**src/hdl/rvCore_params.svh**
```systemverilog
// Core width parameters
`ifndef RVCORE_PARAMS_SVH
`define RVCORE_PARAMS_SVH

// Data and address width, fixed by RV32I
`define WORD_WIDTH 32

// Architectural integer registers
`define REG_COUNT 32

// First fetch address after reset
`define RESET_PC 32'h0000_0000

`endif

```
**src/hdl/rvCorePkg.sv**
```systemverilog
// RV32I core types
package rvCorePkg;

	// Base opcodes handled by the core
	typedef enum logic [6:0] {
		opcOp     = 7'b0110011,
		opcOpImm  = 7'b0010011,
		opcLoad   = 7'b0000011,
		opcStore  = 7'b0100011,
		opcBranch = 7'b1100011,
		opcJal    = 7'b1101111
	} opcodeT;

	// Zero value is add, so a bubble decodes to a harmless add
	typedef enum logic [2:0] {
		aluAdd = 3'd0,
		aluSub = 3'd1,
		aluAnd = 3'd2,
		aluOr  = 3'd3,
		aluXor = 3'd4,
		aluSlt = 3'd5
	} aluOpT;

	typedef enum logic [1:0] {
		fwdNone    = 2'd0,
		fwdFromMem = 2'd1,
		fwdFromWb  = 2'd2
	} fwdSelT;

	// One instruction word, five format views
	typedef union packed {
		struct packed {
			logic [6:0] funct7;
			logic [4:0] rs2;
			logic [4:0] rs1;
			logic [2:0] funct3;
			logic [4:0] rd;
			opcodeT     opcode;
		} rType;
		struct packed {
			logic [11:0] imm;
			logic [4:0]  rs1;
			logic [2:0]  funct3;
			logic [4:0]  rd;
			opcodeT      opcode;
		} iType;
		struct packed {
			logic [6:0] immHi;
			logic [4:0] rs2;
			logic [4:0] rs1;
			logic [2:0] funct3;
			logic [4:0] immLo;
			opcodeT     opcode;
		} sType;
		struct packed {
			logic       imm12;
			logic [5:0] imm10to5;
			logic [4:0] rs2;
			logic [4:0] rs1;
			logic [2:0] funct3;
			logic [3:0] imm4to1;
			logic       imm11;
			opcodeT     opcode;
		} bType;
		struct packed {
			logic       imm20;
			logic [9:0] imm10to1;
			logic       imm11;
			logic [7:0] imm19to12;
			logic [4:0] rd;
			opcodeT     opcode;
		} jType;
	} instrWord;

	// Decode outputs carried down the pipe
	typedef struct packed {
		logic  regWrite;
		logic  memRead;
		logic  memWrite;
		logic  memToReg;
		logic  aluSrcImm;
		logic  branch;
		logic  jump;
		aluOpT aluOp;
	} ctrlT;

endpackage

```
**src/hdl/memPortIf.sv**
```systemverilog
// Stall-based memory port
`timescale 1ns/100ps
`include "rvCore_params.svh"

interface memPortIf;
	logic [`WORD_WIDTH-1:0] addr;
	logic ren;
	logic wen;
	logic [`WORD_WIDTH-1:0] wdata;
	// Read data is combinational in the request cycle unless stalled
	logic [`WORD_WIDTH-1:0] rdata;
	logic stall;

	modport core (
		output addr,
		output ren,
		output wen,
		output wdata,
		input  rdata,
		input  stall
	);

	modport mem (
		input  addr,
		input  ren,
		input  wen,
		input  wdata,
		output rdata,
		output stall
	);
endinterface

```
**src/hdl/regFile.sv**
```systemverilog
// Integer register file
`timescale 1ns/100ps
`include "rvCore_params.svh"

module regFile (
	input  logic clock,
	input  logic reset,
	input  logic [$clog2(`REG_COUNT)-1:0] readAddrA,
	input  logic [$clog2(`REG_COUNT)-1:0] readAddrB,
	input  logic [$clog2(`REG_COUNT)-1:0] writeAddr,
	input  logic writeEnable,
	input  logic [`WORD_WIDTH-1:0] writeData,
	output logic [`WORD_WIDTH-1:0] readDataA,
	output logic [`WORD_WIDTH-1:0] readDataB
);
	logic [`WORD_WIDTH-1:0] regs [`REG_COUNT];
	logic writeLive;

	// x0 is never written, so entry 0 stays zero
	assign writeLive = writeEnable && (writeAddr != '0);

	always_ff @(posedge clock or negedge reset) begin
		if (!reset) begin
			for (int i = 0; i < `REG_COUNT; i++) begin
				regs[i] <= '0;
			end
		end else if (writeLive) begin
			regs[writeAddr] <= writeData;
		end
	end

	// Writeback in the same cycle shows up at the read ports
	assign readDataA = (writeLive && writeAddr == readAddrA) ? writeData : regs[readAddrA];
	assign readDataB = (writeLive && writeAddr == readAddrB) ? writeData : regs[readAddrB];

endmodule

```
**src/hdl/immGen.sv**
```systemverilog
// Immediate extraction
`timescale 1ns/100ps
`include "rvCore_params.svh"

module immGen (
	input  rvCorePkg::instrWord instr,
	output logic [`WORD_WIDTH-1:0] imm
);
	import rvCorePkg::*;

	always_comb begin
		case (instr.rType.opcode)
			opcOpImm, opcLoad: begin
				imm = {{(`WORD_WIDTH-12){instr.iType.imm[11]}}, instr.iType.imm};
			end
			opcStore: begin
				imm = {{(`WORD_WIDTH-12){instr.sType.immHi[6]}},
					instr.sType.immHi, instr.sType.immLo};
			end
			// Branch offsets are in halfwords, bit 0 always zero
			opcBranch: begin
				imm = {{(`WORD_WIDTH-12){instr.bType.imm12}}, instr.bType.imm11,
					instr.bType.imm10to5, instr.bType.imm4to1, 1'b0};
			end
			opcJal: begin
				imm = {{(`WORD_WIDTH-20){instr.jType.imm20}}, instr.jType.imm19to12,
					instr.jType.imm11, instr.jType.imm10to1, 1'b0};
			end
			// R-type and anything unknown
			default: begin
				imm = '0;
			end
		endcase
	end

endmodule

```
**src/hdl/controlMain.sv**
```systemverilog
// Main instruction decoder
`timescale 1ns/100ps

module controlMain (
	input  rvCorePkg::instrWord instr,
	output rvCorePkg::ctrlT ctrl
);
	import rvCorePkg::*;

	aluOpT regAluOp;

	// Register-register operation from funct3 and funct7
	always_comb begin
		case (instr.rType.funct3)
			3'b000: regAluOp = instr.rType.funct7[5] ? aluSub : aluAdd;
			3'b010: regAluOp = aluSlt;
			3'b100: regAluOp = aluXor;
			3'b110: regAluOp = aluOr;
			3'b111: regAluOp = aluAnd;
			default: regAluOp = aluAdd;
		endcase
	end

	always_comb begin
		ctrl = '0;
		case (instr.rType.opcode)
			opcOp: begin
				ctrl.regWrite = 1'b1;
				ctrl.aluOp = regAluOp;
			end
			opcOpImm: begin
				ctrl.regWrite = 1'b1;
				ctrl.aluSrcImm = 1'b1;
				ctrl.aluOp = aluAdd;
			end
			opcLoad: begin
				ctrl.regWrite = 1'b1;
				ctrl.memRead = 1'b1;
				ctrl.memToReg = 1'b1;
				ctrl.aluSrcImm = 1'b1;
				ctrl.aluOp = aluAdd;
			end
			opcStore: begin
				ctrl.memWrite = 1'b1;
				ctrl.aluSrcImm = 1'b1;
				ctrl.aluOp = aluAdd;
			end
			// Equality via the zero flag of a subtract
			opcBranch: begin
				ctrl.branch = 1'b1;
				ctrl.aluOp = aluSub;
			end
			// Link value comes from the PC in execute
			opcJal: begin
				ctrl.regWrite = 1'b1;
				ctrl.jump = 1'b1;
			end
			default: begin
				ctrl = '0;
			end
		endcase
	end

endmodule

```
**src/hdl/hazardUnit.sv**
```systemverilog
// Forwarding, stall and flush control
`timescale 1ns/100ps
`include "rvCore_params.svh"

module hazardUnit (
	input  logic [$clog2(`REG_COUNT)-1:0] decodeRs1,
	input  logic [$clog2(`REG_COUNT)-1:0] decodeRs2,
	input  logic [$clog2(`REG_COUNT)-1:0] exRs1,
	input  logic [$clog2(`REG_COUNT)-1:0] exRs2,
	input  logic [$clog2(`REG_COUNT)-1:0] exRd,
	input  logic exMemRead,
	input  logic [$clog2(`REG_COUNT)-1:0] memRd,
	input  logic memRegWrite,
	input  logic [$clog2(`REG_COUNT)-1:0] wbRd,
	input  logic wbRegWrite,
	input  logic decodeJump,
	input  logic branchTaken,
	output rvCorePkg::fwdSelT fwdA,
	output rvCorePkg::fwdSelT fwdB,
	output logic pcWrite,
	output logic ifIdWrite,
	output logic ifIdFlush,
	output logic idExFlush,
	output logic exMemFlush
);
	import rvCorePkg::*;

	logic loadUse;
	logic jumpTaken;

	// Youngest producer wins, x0 is never forwarded
	function automatic fwdSelT pickFwd(input logic [$clog2(`REG_COUNT)-1:0] rs,
		input logic [$clog2(`REG_COUNT)-1:0] mRd, input logic mWrite,
		input logic [$clog2(`REG_COUNT)-1:0] wRd, input logic wWrite);
		if (mWrite && mRd != '0 && mRd == rs) begin
			return fwdFromMem;
		end else if (wWrite && wRd != '0 && wRd == rs) begin
			return fwdFromWb;
		end
		return fwdNone;
	endfunction

	assign fwdA = pickFwd(exRs1, memRd, memRegWrite, wbRd, wbRegWrite);
	assign fwdB = pickFwd(exRs2, memRd, memRegWrite, wbRd, wbRegWrite);

	// Load in execute feeding the instruction in decode
	assign loadUse = exMemRead && exRd != '0 && (exRd == decodeRs1 || exRd == decodeRs2);

	// A stalled jal waits and redirects on the next cycle
	assign jumpTaken = decodeJump && !loadUse;

	// A taken branch overrides the load-use hold
	assign pcWrite = !loadUse || branchTaken;
	assign ifIdWrite = !loadUse;
	assign ifIdFlush = jumpTaken || branchTaken;
	assign idExFlush = loadUse || branchTaken;
	assign exMemFlush = branchTaken;

endmodule

```
**src/hdl/alu.sv**
```systemverilog
// Integer ALU
`timescale 1ns/100ps
`include "rvCore_params.svh"

module alu (
	input  logic [`WORD_WIDTH-1:0] a,
	input  logic [`WORD_WIDTH-1:0] b,
	input  rvCorePkg::aluOpT op,
	output logic [`WORD_WIDTH-1:0] result,
	output logic zero
);
	import rvCorePkg::*;

	always_comb begin
		case (op)
			aluAdd: result = a + b;
			aluSub: result = a - b;
			aluAnd: result = a & b;
			aluOr:  result = a | b;
			aluXor: result = a ^ b;
			// Signed compare, result is 0 or 1
			aluSlt: result = {{(`WORD_WIDTH-1){1'b0}}, $signed(a) < $signed(b)};
			default: result = a + b;
		endcase
	end

	// Used by beq
	assign zero = (result == '0);

endmodule

```
**src/hdl/pipeline.sv**
```systemverilog
// Five-stage RV32I datapath
`timescale 1ns/100ps
`include "rvCore_params.svh"

module pipeline (
	input logic clock,
	input logic reset,
	memPortIf.core iPort,
	memPortIf.core dPort
);
	import rvCorePkg::*;

	localparam int RegAddrWidth = $clog2(`REG_COUNT);

	// Fetch
	logic fetchEnable;
	logic [`WORD_WIDTH-1:0] pc, nextPc, jalTarget;
	logic freeze;

	// IF/ID
	instrWord ifIdInstr;
	logic [`WORD_WIDTH-1:0] ifIdPc;

	// Decode
	ctrlT idCtrl;
	logic [`WORD_WIDTH-1:0] idImm, rfDataA, rfDataB;
	logic [RegAddrWidth-1:0] idRs1, idRs2;

	// ID/EX
	ctrlT idExCtrl;
	logic [`WORD_WIDTH-1:0] idExPc, idExDataA, idExDataB, idExImm;
	logic [RegAddrWidth-1:0] idExRs1, idExRs2, idExRd;

	// Execute
	fwdSelT fwdA, fwdB;
	logic [`WORD_WIDTH-1:0] exOpA, exOpB, exAluB, exAluResult, exResult;
	logic exZero;

	// EX/MEM
	ctrlT exMemCtrl;
	logic [`WORD_WIDTH-1:0] exMemResult, exMemStoreData, exMemBranchTarget;
	logic exMemZero;
	logic [RegAddrWidth-1:0] exMemRd;
	logic branchTaken;

	// MEM/WB
	ctrlT memWbCtrl;
	logic [`WORD_WIDTH-1:0] memWbResult, memWbLoadData, wbData;
	logic [RegAddrWidth-1:0] memWbRd;

	// Hazard control
	logic pcWrite, ifIdWrite, ifIdFlush, idExFlush, exMemFlush;

	// Either port stalling holds the whole pipe
	assign freeze = iPort.stall || dPort.stall;

	always_ff @(posedge clock or negedge reset) begin
		if (!reset) begin
			fetchEnable <= 1'b0;
		end else begin
			fetchEnable <= 1'b1;
		end
	end

	// Branch in memory is older than a jal in decode
	assign jalTarget = ifIdPc + idImm;
	assign nextPc = branchTaken ? exMemBranchTarget :
		idCtrl.jump ? jalTarget : pc + `WORD_WIDTH'd4;

	always_ff @(posedge clock or negedge reset) begin
		if (!reset) begin
			pc <= `RESET_PC;
		end else if (fetchEnable && !freeze && pcWrite) begin
			pc <= nextPc;
		end
	end

	assign iPort.addr = pc;
	assign iPort.ren = fetchEnable;
	assign iPort.wen = 1'b0;
	assign iPort.wdata = '0;

	// An all-zero instruction word decodes as a bubble
	always_ff @(posedge clock or negedge reset) begin
		if (!reset) begin
			ifIdInstr <= '0;
		end else if (!freeze) begin
			if (ifIdFlush) begin
				ifIdInstr <= '0;
			end else if (ifIdWrite) begin
				ifIdInstr <= fetchEnable ? iPort.rdata : '0;
			end
		end
	end

	always_ff @(posedge clock) begin
		if (!freeze && ifIdWrite) begin
			ifIdPc <= pc;
		end
	end

	controlMain u_controlMain (
		.instr(ifIdInstr),
		.ctrl(idCtrl)
	);

	immGen u_immGen (
		.instr(ifIdInstr),
		.imm(idImm)
	);

	regFile u_regFile (
		.clock(clock),
		.reset(reset),
		.readAddrA(ifIdInstr.rType.rs1),
		.readAddrB(ifIdInstr.rType.rs2),
		.writeAddr(memWbRd),
		.writeEnable(memWbCtrl.regWrite),
		.writeData(wbData),
		.readDataA(rfDataA),
		.readDataB(rfDataB)
	);

	// Source fields that the format does not use read as x0
	assign idRs1 = idCtrl.jump ? '0 : ifIdInstr.rType.rs1;
	assign idRs2 = (idCtrl.jump || (idCtrl.aluSrcImm && !idCtrl.memWrite)) ?
		'0 : ifIdInstr.rType.rs2;

	hazardUnit u_hazardUnit (
		.decodeRs1(idRs1),
		.decodeRs2(idRs2),
		.exRs1(idExRs1),
		.exRs2(idExRs2),
		.exRd(idExRd),
		.exMemRead(idExCtrl.memRead),
		.memRd(exMemRd),
		.memRegWrite(exMemCtrl.regWrite),
		.wbRd(memWbRd),
		.wbRegWrite(memWbCtrl.regWrite),
		.decodeJump(idCtrl.jump),
		.branchTaken(branchTaken),
		.fwdA(fwdA),
		.fwdB(fwdB),
		.pcWrite(pcWrite),
		.ifIdWrite(ifIdWrite),
		.ifIdFlush(ifIdFlush),
		.idExFlush(idExFlush),
		.exMemFlush(exMemFlush)
	);

	always_ff @(posedge clock or negedge reset) begin
		if (!reset) begin
			idExCtrl <= '0;
		end else if (!freeze) begin
			if (idExFlush) begin
				idExCtrl <= '0;
			end else begin
				idExCtrl <= idCtrl;
			end
		end
	end

	always_ff @(posedge clock) begin
		if (!freeze) begin
			idExPc <= ifIdPc;
			idExDataA <= rfDataA;
			idExDataB <= rfDataB;
			idExImm <= idImm;
			idExRs1 <= idRs1;
			idExRs2 <= idRs2;
			idExRd <= ifIdInstr.rType.rd;
		end
	end

	// Operand forwarding
	assign exOpA = (fwdA == fwdFromMem) ? exMemResult :
		(fwdA == fwdFromWb) ? wbData : idExDataA;
	assign exOpB = (fwdB == fwdFromMem) ? exMemResult :
		(fwdB == fwdFromWb) ? wbData : idExDataB;
	assign exAluB = idExCtrl.aluSrcImm ? idExImm : exOpB;

	alu u_alu (
		.a(exOpA),
		.b(exAluB),
		.op(idExCtrl.aluOp),
		.result(exAluResult),
		.zero(exZero)
	);

	// jal links the return address
	assign exResult = idExCtrl.jump ? idExPc + `WORD_WIDTH'd4 : exAluResult;

	always_ff @(posedge clock or negedge reset) begin
		if (!reset) begin
			exMemCtrl <= '0;
		end else if (!freeze) begin
			if (exMemFlush) begin
				exMemCtrl <= '0;
			end else begin
				exMemCtrl <= idExCtrl;
			end
		end
	end

	always_ff @(posedge clock) begin
		if (!freeze) begin
			exMemResult <= exResult;
			exMemStoreData <= exOpB;
			exMemBranchTarget <= idExPc + idExImm;
			exMemZero <= exZero;
			exMemRd <= idExRd;
		end
	end

	assign branchTaken = exMemCtrl.branch && exMemZero;

	assign dPort.addr = exMemResult;
	assign dPort.ren = exMemCtrl.memRead;
	assign dPort.wen = exMemCtrl.memWrite;
	assign dPort.wdata = exMemStoreData;

	always_ff @(posedge clock or negedge reset) begin
		if (!reset) begin
			memWbCtrl <= '0;
		end else if (!freeze) begin
			memWbCtrl <= exMemCtrl;
		end
	end

	always_ff @(posedge clock) begin
		if (!freeze) begin
			memWbResult <= exMemResult;
			memWbLoadData <= dPort.rdata;
			memWbRd <= exMemRd;
		end
	end

	assign wbData = memWbCtrl.memToReg ? memWbLoadData : memWbResult;

endmodule

```
**src/hdl/rvCoreTop.sv**
```systemverilog
// RV32I core top level
`timescale 1ns/100ps
`include "rvCore_params.svh"

module rvCoreTop (
	input  logic clock,
	input  logic reset,
	input  logic iStall,
	input  rvCorePkg::instrWord iRdata,
	output logic [`WORD_WIDTH-1:0] iAddr,
	output logic iRen,
	input  logic dStall,
	input  logic [`WORD_WIDTH-1:0] dRdata,
	output logic [`WORD_WIDTH-1:0] dAddr,
	output logic dRen,
	output logic dWen,
	output logic [`WORD_WIDTH-1:0] dWdata
);
	memPortIf iPort ();
	memPortIf dPort ();

	pipeline u_pipeline (
		.clock(clock),
		.reset(reset),
		.iPort(iPort.core),
		.dPort(dPort.core)
	);

	// Instruction side is read-only
	assign iAddr = iPort.addr;
	assign iRen = iPort.ren;
	assign iPort.rdata = iRdata;
	assign iPort.stall = iStall;

	assign dAddr = dPort.addr;
	assign dRen = dPort.ren;
	assign dWen = dPort.wen;
	assign dWdata = dPort.wdata;
	assign dPort.rdata = dRdata;
	assign dPort.stall = dStall;

endmodule

```
**config.mk**
```make
export PLATFORM = sky130hd
export DESIGN_NAME = rvCoreTop
export DESIGN_NICKNAME = d
export VERILOG_FILES = /design/src/hdl/rvCorePkg.sv /design/src/hdl/memPortIf.sv /design/src/hdl/regFile.sv /design/src/hdl/immGen.sv /design/src/hdl/controlMain.sv /design/src/hdl/hazardUnit.sv /design/src/hdl/alu.sv /design/src/hdl/pipeline.sv /design/src/hdl/rvCoreTop.sv
export VERILOG_INCLUDE_DIRS = /design/src /design/src/hdl
export SDC_FILE = /design/constraint.sdc
export NUM_CORES = 2
export LEC_CHECK = 0
export BUFFER_PORTS_ARGS = -buffer_cell sky130_fd_sc_hd__buf_2
export CAP_MARGIN = 15
export CORE_UTILIZATION = 64
export CTS_CLUSTER_DIAMETER = 50
export DETAILED_ROUTE_END_ITERATION = 12
export PLACE_DENSITY = 0.87
export SLEW_MARGIN = 5
export SYNTH_ARGS = -nofsm -noshare
export SYNTH_HDL_FRONTEND = slang
export SYNTH_SLANG_ARGS = --single-unit
```
**constraint.sdc**
```tcl
create_clock -name clock -period 7.8 [get_ports clock]
set_input_delay 1.56 -clock clock [delete_from_list [all_inputs] [get_ports clock]]
set_output_delay 1.56 -clock clock [all_outputs]
set_load 0.1 [all_outputs]
```
; ---- Word-level counts from Yosys, hierarchy flattened
; Cells that the tools add are included.
[op_classes]
n_bitwise = 7
reduce_logical = 35
magnitude_cmp = 5
n_mux = 48
addsub = 6
n_eq_ne = 28
[ops]
columns = cell, n
row1 = 1024-bit bitwise mux, 1
row2 = 32-bit two-way mux, 19
row3 = 32-bit binary-select mux with 5-bit select, 2
row4 = 32-bit demux with 5-bit select, 1
row5 = 32-bit case mux with 5 select lines, 1
row6 = 32-bit case mux with 4 select lines, 1
row7 = 32-bit adder, 3
row8 = 32-bit by 3-bit adder with 32-bit output (second input constant), 2
row9 = 5-bit equality test, 8
row10 = 32-bit bitwise AND, 1
row11 = 32-bit logical NOT, 1
row12 = 32-bit less-than comparator, 1
row13 = 32-bit bitwise OR, 1
row14 = 32-bit subtractor, 1
row15 = 32-bit bitwise XOR, 1
row16 = 10-bit two-way mux, 2
row17 = 6-bit greater-or-equal comparator (second input constant), 3
row18 = 5-bit inverter with 6-bit output, 3
row19 = 1-bit logical AND, 17
row20 = 3-bit equality test (second input constant), 5
row21 = 3-bit case mux with 5 select lines, 1
row22 = 5-bit nonzero test, 3
row23 = 7-bit by 6-bit equality test with 1-bit output (second input constant), 2
row24 = 7-bit equality test (second input constant), 2
row25 = other kinds (20), 47
[totals]
register_bits = 1452
in_bits = 68
output_inout_bits = 99
elab_cells = 195

; ---- Logic depth before layout (Yosys ltp)
[depth]
depth_word = 14
depth_mapped = 24
mapped_depth_nobuf = 22

; ---- By module
; A second synthesis with hierarchy kept.
[hier_totals]
hier_cells = 6481
area_unflattened_um2 = 82849.5
[modules_own_cells]
columns = module, seq_area_each_um2, n_inst, cells_each, area_each_um2
row1 = regFile, 25624.6, 1, 3446, 53742.8
row2 = pipeline, 12441.9, 1, 1965, 22029.9
row3 = alu, 0.0, 1, 923, 6018.3
row4 = immGen, 0.0, 1, 65, 474.2
row5 = hazardUnit, 0.0, 1, 57, 432.9
row6 = controlMain, 0.0, 1, 25, 151.4

; ---- Worst setup path after synthesis
; No wires, ideal clock.
[synth_timing]
path_kind = input to register
start = input port dStall
end = register u_pipeline.idExCtrl[1] (netlist name)
path_slack_ps = -1077
t_arrival_ps = 8437
required_ps = 7360
stages = 4
n_path_buf = 1
setup_time_ps = 440
path_cell_list = or2_2 -> clkbuf_1 -> inv_1 -> o32ai_1
[synth_via]
elab_chain_cells = 1
[synth_lines]
columns = item, line_no
row1 = "start, declared", rvCoreTop.sv:12  ; input logic dStall,
row2 = 1-bit logical OR, pipeline.sv:55  ; assign freeze = iPort.stall || dPort.stall;
row3 = "end signal, assigned", pipeline.sv:158  ; idExCtrl <= idCtrl;
row4 = "end, declared", pipeline.sv:30  ; ctrlT idExCtrl;
; No other way between the ends.
; A chain may end at the register's enable or synchronous reset.

; ---- Final worst setup path
[layout_timing]
start = register u_pipeline.memWbRd[3]
end = register u_pipeline.exMemZero (data pin)
[layout_via]
elab_chain_cells = 13
elab_cells_between_ends = 29
cone_classes = add/sub (2) / order compare (1) / eq/ne (6) / mux (12) / bitwise (3) / reduce/logical (5)
[layout_lines]
columns = item, line_no
row1 = "start, declared", pipeline.sv:49  ; logic [RegAddrWidth-1:0] memWbRd;
row2 = "start signal, assigned", pipeline.sv:234  ; memWbRd <= exMemRd;
row3 = 5-bit nonzero test, hazardUnit.sv:37  ; end else if (wWrite && wRd != '0 && wRd == rs) begin
row4 = 1-bit logical AND, hazardUnit.sv:37
row5 = 1-bit logical AND *, hazardUnit.sv:37
row6 = 1-bit two-way mux *, hazardUnit.sv:37
row7 = 1-bit two-way mux *, hazardUnit.sv:35  ; if (mWrite && mRd != '0 && mRd == rs) begin
row8 = 2-bit two-way mux *, hazardUnit.sv:40  ; return fwdNone;
row9 = 2-bit equality test, pipeline.sv:179  ; (fwdB == fwdFromWb) ? wbData : idExDataB;
row10 = 32-bit two-way mux, pipeline.sv:179
row11 = 32-bit two-way mux *, pipeline.sv:178  ; assign exOpB = (fwdB == fwdFromMem) ? exMemResult :
row12 = net u_pipeline.exOpB[12], pipeline.sv:36  ; logic [`WORD_WIDTH-1:0] exOpA, exOpB, exAluB, exAluResult, exResult;
row13 = 32-bit two-way mux *, pipeline.sv:180  ; assign exAluB = idExCtrl.aluSrcImm ? idExImm : exOpB;
row14 = "32-bit adder, or another cell as far along", "alu.sv:16, alu.sv:23"
row15 = 32-bit case mux with 5 select lines *, alu.sv:15  ; case (op)
row16 = 32-bit logical NOT *, alu.sv:28  ; assign zero = (result == '0);
row17 = net u_pipeline.exZero, pipeline.sv:37  ; logic exZero;
row18 = "end signal, assigned", pipeline.sv:210  ; exMemZero <= exZero;
row19 = "end, declared", pipeline.sv:42  ; logic exMemZero;
; The timed path passes the listed nets; every way through them passes the cells marked *.

==> qor.json <==
{
  "synthDistinctLibCells": 91,
  "ir_drop_mv": 0.265,
  "cp_top_family": "compound AO/OA/AOI/OAI gates",
  "ioPinCount": 167,
  "first_global_vias": 65200,
  "drtAntennaViolNets": 0,
  "critical_path.cell_chain": "nor3_1, nand2_1, nand2_1, nor4_2, buf_4, buf_4, nand2_1, o21ai_0, o21ai_0, mux2i_1, ha_1, inv_1, o211ai_1, a311o_1, a21o_1, o2111ai_1, a31oi_1, nand2b_1, a311oi_1, nand4_1, or4_1, nor3_2",
  "antenna_violations_before_repair": 11,
  "post_cts_buffers": 0,
  "area.growth.synth_to_final_pct": 9.42,
  "synth.yosys.seq_area_share": 0.481,
  "max_slew_margin": 0.183,
  "required_ns": 8.43,
  "rr_startpoint": "u_pipeline.memWbRd[3]$_DFFE_PN_",
  "tightestPinTransition_ns": 1.20,
  "clock-skew-final_ns": 0.0368,
  "final.setup.tns_ns": 0,
  "hp-start": "u_pipeline.u_regFile.regs[1023]$_DFFE_PN0P_",
  "cpMaxStageDelayCell": "sky130_fd_sc_hd__edfxtp_1",
  "first_pass_iters": 8,
  "critPathMaxFanout": 38,
  "drtIter0Drc": 9916,
  "synth_enable_flop_cells": 335,
  "timing.critical_path.slowest_cell_delay_ns": 0.65,
  "ff2ff_setup_slack_ns": 0.38,
  "vias": 64700,
  "cp.buffers_inverters": 3,
  "final_layout_size_suffix_gt1_frac": 0.185,
  "htree_levels": 4,
  "rsz0062_at_grt": "no",
  "pwr_density_cell_nw_per_um2": 220,
  "tritoncts.num_buffers": 151,
  "power.leakage_uw": 0.0353,
  "drt_drc_violations_left": 0,
  "insertion_delay_ns": 0.82,
  "cts_sink_count": 1439,
  "netlist_area_um2": 78400,
  "place.port_buffers": 166,
  "ff2ff_path_depth": 22,
  "nets": 7157,
  "design.die.area_um2": 124000,
  "fmax_ghz": 0.135,
  "cts_tree": "built",
  "synth_async_sr_flop_share": 0.767,
  "critical_path_endpoint_category": "register",
  "finalHoldViolations": 0,
  "drt_wl_total_um": 266000,
  "setup_violations": 0,
  "final_min_period_over_clock_period": 0.951,
  "synthesis.area_per_instance_um2": 11.0,
  "die_height_um": 352,
  "r2r-end": "u_pipeline.exMemZero$_DFFE_PN_",
  "clkTransAtPathRegs_ns": 0.06,
  "cts_resized": 0,
  "start_kind": "register",
  "period_minus_slack_ns": 7.42,
  "fin_total_pwr_uw": 18900,
  "maxCapViolations": 0,
  "critical_path_class": "reg2reg",
  "post_detailed_placement_half_perimeter_wirelength_um": 160000,
  "finalMaxSlewViolations": 0,
  "wire_per_inst_um": 30.6,
  "critPathMostFrequentCell": "sky130_fd_sc_hd__nand2_1",
  "design.core.area_um2": 122000,
  "syn-num-nets": 7330,
  "placement_rows": 128,
  "ctsHoldBuffers": 0,
  "synth_cells": 7098,
  "fp.dieW_um": 352,
  "vias_per_cell": 7.46,
  "grt_pass1_wl_um": 396000,
  "outcome": "completed",
  "hold_path_end": "u_pipeline.u_regFile.regs[1023]$_DFFE_PN0P_",
  "yosys_warnings": 0,
  "ys_dominant_reg_cell": "sky130_fd_sc_hd__dfrtp_1",
  "gr-usage-all-layers": 0.434,
  "flops_latches_synth": 1439,
  "n_fill_cell": 7626,
  "min-delay-path-class": "reg2reg",
  "critical_path_arrival_ns": 8.05,
  "start_util": 0.645,
  "clock_path_buffers": 3,
  "pin_count_of_the_biggest_net_entering_global_routing": 201,
  "min_delay_path_depth": 0,
  "gp_congestion": 1.05,
  "grt-ovfl-total": 0,
  "cts.root.buffer_cell": "sky130_fd_sc_hd__clkbuf_16"
}
==> flip-flops by register name (all words and copies together) (netlist names), 2 cells and up <==
register / flops
u_pipeline.u_regFile.regs: 1024
u_pipeline.dPort.addr: 32
u_pipeline.dPort.wdata: 32
u_pipeline.exMemBranchTarget: 32
u_pipeline.iPort.addr: 32
u_pipeline.idExDataA: 32
u_pipeline.idExDataB: 32
u_pipeline.idExPc: 32
u_pipeline.ifIdInstr: 32
u_pipeline.ifIdPc: 32
u_pipeline.memWbLoadData: 32
u_pipeline.memWbResult: 32
u_pipeline.idExImm: 21
u_pipeline.idExCtrl: 9
u_pipeline.exMemRd: 5
u_pipeline.idExRd: 5
u_pipeline.idExRs1: 5
u_pipeline.idExRs2: 5
u_pipeline.memWbRd: 5
u_pipeline.exMemCtrl: 3
u_pipeline.memWbCtrl: 2
==> final cells by class <==
class | instances | area (um2) | share of cell area
Sequential cell | 1439 | 37700 | 0.440
Antenna cell | 4 | 10.0 | 0.000117
Clock inverter | 61 | 761 | 0.00887
Inverter | 136 | 517 | 0.00603
Timing Repair Buffer | 304 | 2050 | 0.0240
Clock buffer | 216 | 4390 | 0.0512
Tap cell | 1625 | 2030 | 0.0237
Multi-Input combinational cell | 4893 | 38200 | 0.446
==> report_power, final <==
group	leakage (uW)	internal, uW	switching [uW]
Clock	0.00253	4320	3230
Combinational	0.0143	948	1780
Sequential	0.0185	8110	481
Total	0.0353	13400	5490
==> cell families after synthesis <==
| family | share of synthesized area |
|---|---|
| compound gates | 0.143 |
| simple gates | 0.104 |
| flops | 0.481 |
| buf+inv | 0.0369 |
| mux | 0.192 |
| fa+ha+maj | 0.0266 |
| xor+xnor | 0.0165 |
| other cells | 0.0000479 |
==> placed cells by master, fill, tap and decap left out, drive strengths merged, types with 9 or more instances in the layout <==
master,netlist,final
ha,160,160
o22ai,17,17
nor3,53,53
o41ai,9,9
a21oi,776,776
a21o,60,60
o21ai,739,739
edfxtp,335,335
nor2b,62,62
nand2b,31,31
or3,19,19
o211ai,33,33
dfrtp,1104,1104
nor4,20,20
clkinv,0,36
a22o,41,41
a31oi,29,29
mux4,640,640
o221ai,12,12
o31ai,11,11
xnor2,90,90
nand2,793,793
mux2i,56,56
buf,77,304
inv,136,146
o21a,17,17
a211oi,106,106
nand4,19,19
bufinv,0,11
or2,12,12
or4,9,9
a311oi,12,12
nor2,721,721
nand3,60,60
and3,29,29
and2,46,46
clkbuf,553,216
nand3b,11,11
xor2,58,58
==> cells in the mapped netlist (9+ instances only) <==
library cell               number  share of area
sky130_fd_sc_hd__and3_1        29         0.0023
sky130_fd_sc_hd__nand3b_1      11         0.0011
sky130_fd_sc_hd__inv_1        136         0.0065
sky130_fd_sc_hd__nor2b_1       62         0.0050
sky130_fd_sc_hd__nor2_1       721          0.035
sky130_fd_sc_hd__nand2b_1      31         0.0025
sky130_fd_sc_hd__a21oi_1      776          0.050
sky130_fd_sc_hd__nand3_1       60         0.0038
sky130_fd_sc_hd__a21o_1        60         0.0057
sky130_fd_sc_hd__o211ai_1      33         0.0032
sky130_fd_sc_hd__a31oi_1       28         0.0022
sky130_fd_sc_hd__a211oi_1     105          0.010
sky130_fd_sc_hd__nand4_1       19         0.0015
sky130_fd_sc_hd__dfrtp_1     1104           0.35
sky130_fd_sc_hd__edfxtp_1     335           0.13
sky130_fd_sc_hd__xnor2_1       90          0.010
sky130_fd_sc_hd__or3_1         19         0.0015
sky130_fd_sc_hd__nand2_1      793          0.038
sky130_fd_sc_hd__xor2_1        58         0.0065
sky130_fd_sc_hd__and2_1        46         0.0037
sky130_fd_sc_hd__o31ai_1       11         0.0011
sky130_fd_sc_hd__o41ai_1        9         0.0010
sky130_fd_sc_hd__or2_2          9        0.00072
sky130_fd_sc_hd__o221ai_1      11         0.0012
sky130_fd_sc_hd__mux4_2       640           0.18
sky130_fd_sc_hd__nor3_1        51         0.0033
sky130_fd_sc_hd__mux2i_1       56         0.0072
sky130_fd_sc_hd__o21ai_0      734          0.047
sky130_fd_sc_hd__o21a_1        17         0.0016
sky130_fd_sc_hd__ha_1         160          0.026
sky130_fd_sc_hd__a22o_1        41         0.0046
sky130_fd_sc_hd__clkbuf_1     553          0.026
sky130_fd_sc_hd__o22ai_1       17         0.0014
sky130_fd_sc_hd__a311oi_1      12         0.0013
sky130_fd_sc_hd__buf_1         72         0.0034
sky130_fd_sc_hd__nor4_1        20         0.0016
==> metrics by stage <==
stage | hold WS (ns) | setup slack (ns) | cell area [um2] | instances | utilization
2_1_floorplan | 0.424 | 0.798 | 78400 | 7098 | -
3_3_place_gp | 0.376 | 0.916 | 80500 | 8394 | 0.662
3_5_place_dp | 0.383 | 0.818 | 80500 | 8394 | 0.662
4_1_cts | 0.397 | 0.699 | 85700 | 8671 | 0.705
5_1_grt | 0.413 | 0.139 | 85700 | 8674 | 0.705
6_report | 0.398 | 0.382 | 85700 | 8678 | 0.705
==> worst max-delay path by stage <==
| stage | startpoint | endpoint | slack [ns] | cells after the start |
|---|---|---|---|---|
| floorplan | dStall | u_pipeline.dPort.addr[0]$_DFFE_PN_ | 0.80 | 3 |
| global placement | u_pipeline.memWbRd[2]$_DFFE_PN_ | u_pipeline.exMemZero$_DFFE_PN_ | 0.92 | 21 |
| detailed placement | u_pipeline.memWbRd[2]$_DFFE_PN_ | u_pipeline.exMemZero$_DFFE_PN_ | 0.82 | 21 |
| CTS | u_pipeline.memWbRd[3]$_DFFE_PN_ | u_pipeline.exMemZero$_DFFE_PN_ | 0.70 | 21 |
| global route | u_pipeline.memWbRd[3]$_DFFE_PN_ | u_pipeline.exMemZero$_DFFE_PN_ | 0.14 | 21 |
| finish | u_pipeline.memWbRd[3]$_DFFE_PN_ | u_pipeline.exMemZero$_DFFE_PN_ | 0.38 | 22 |
==> metal layers <==
layer  track usage  up-vias  share of wire
li1              -    25700              -
met4         0.315        8          0.086
met5       0.00196        -        0.00023
met3         0.143     1748           0.14
met2         0.643     5979           0.44
met1         0.536    31300           0.33
No activity file was read; power rests on OpenSTA's default activity.
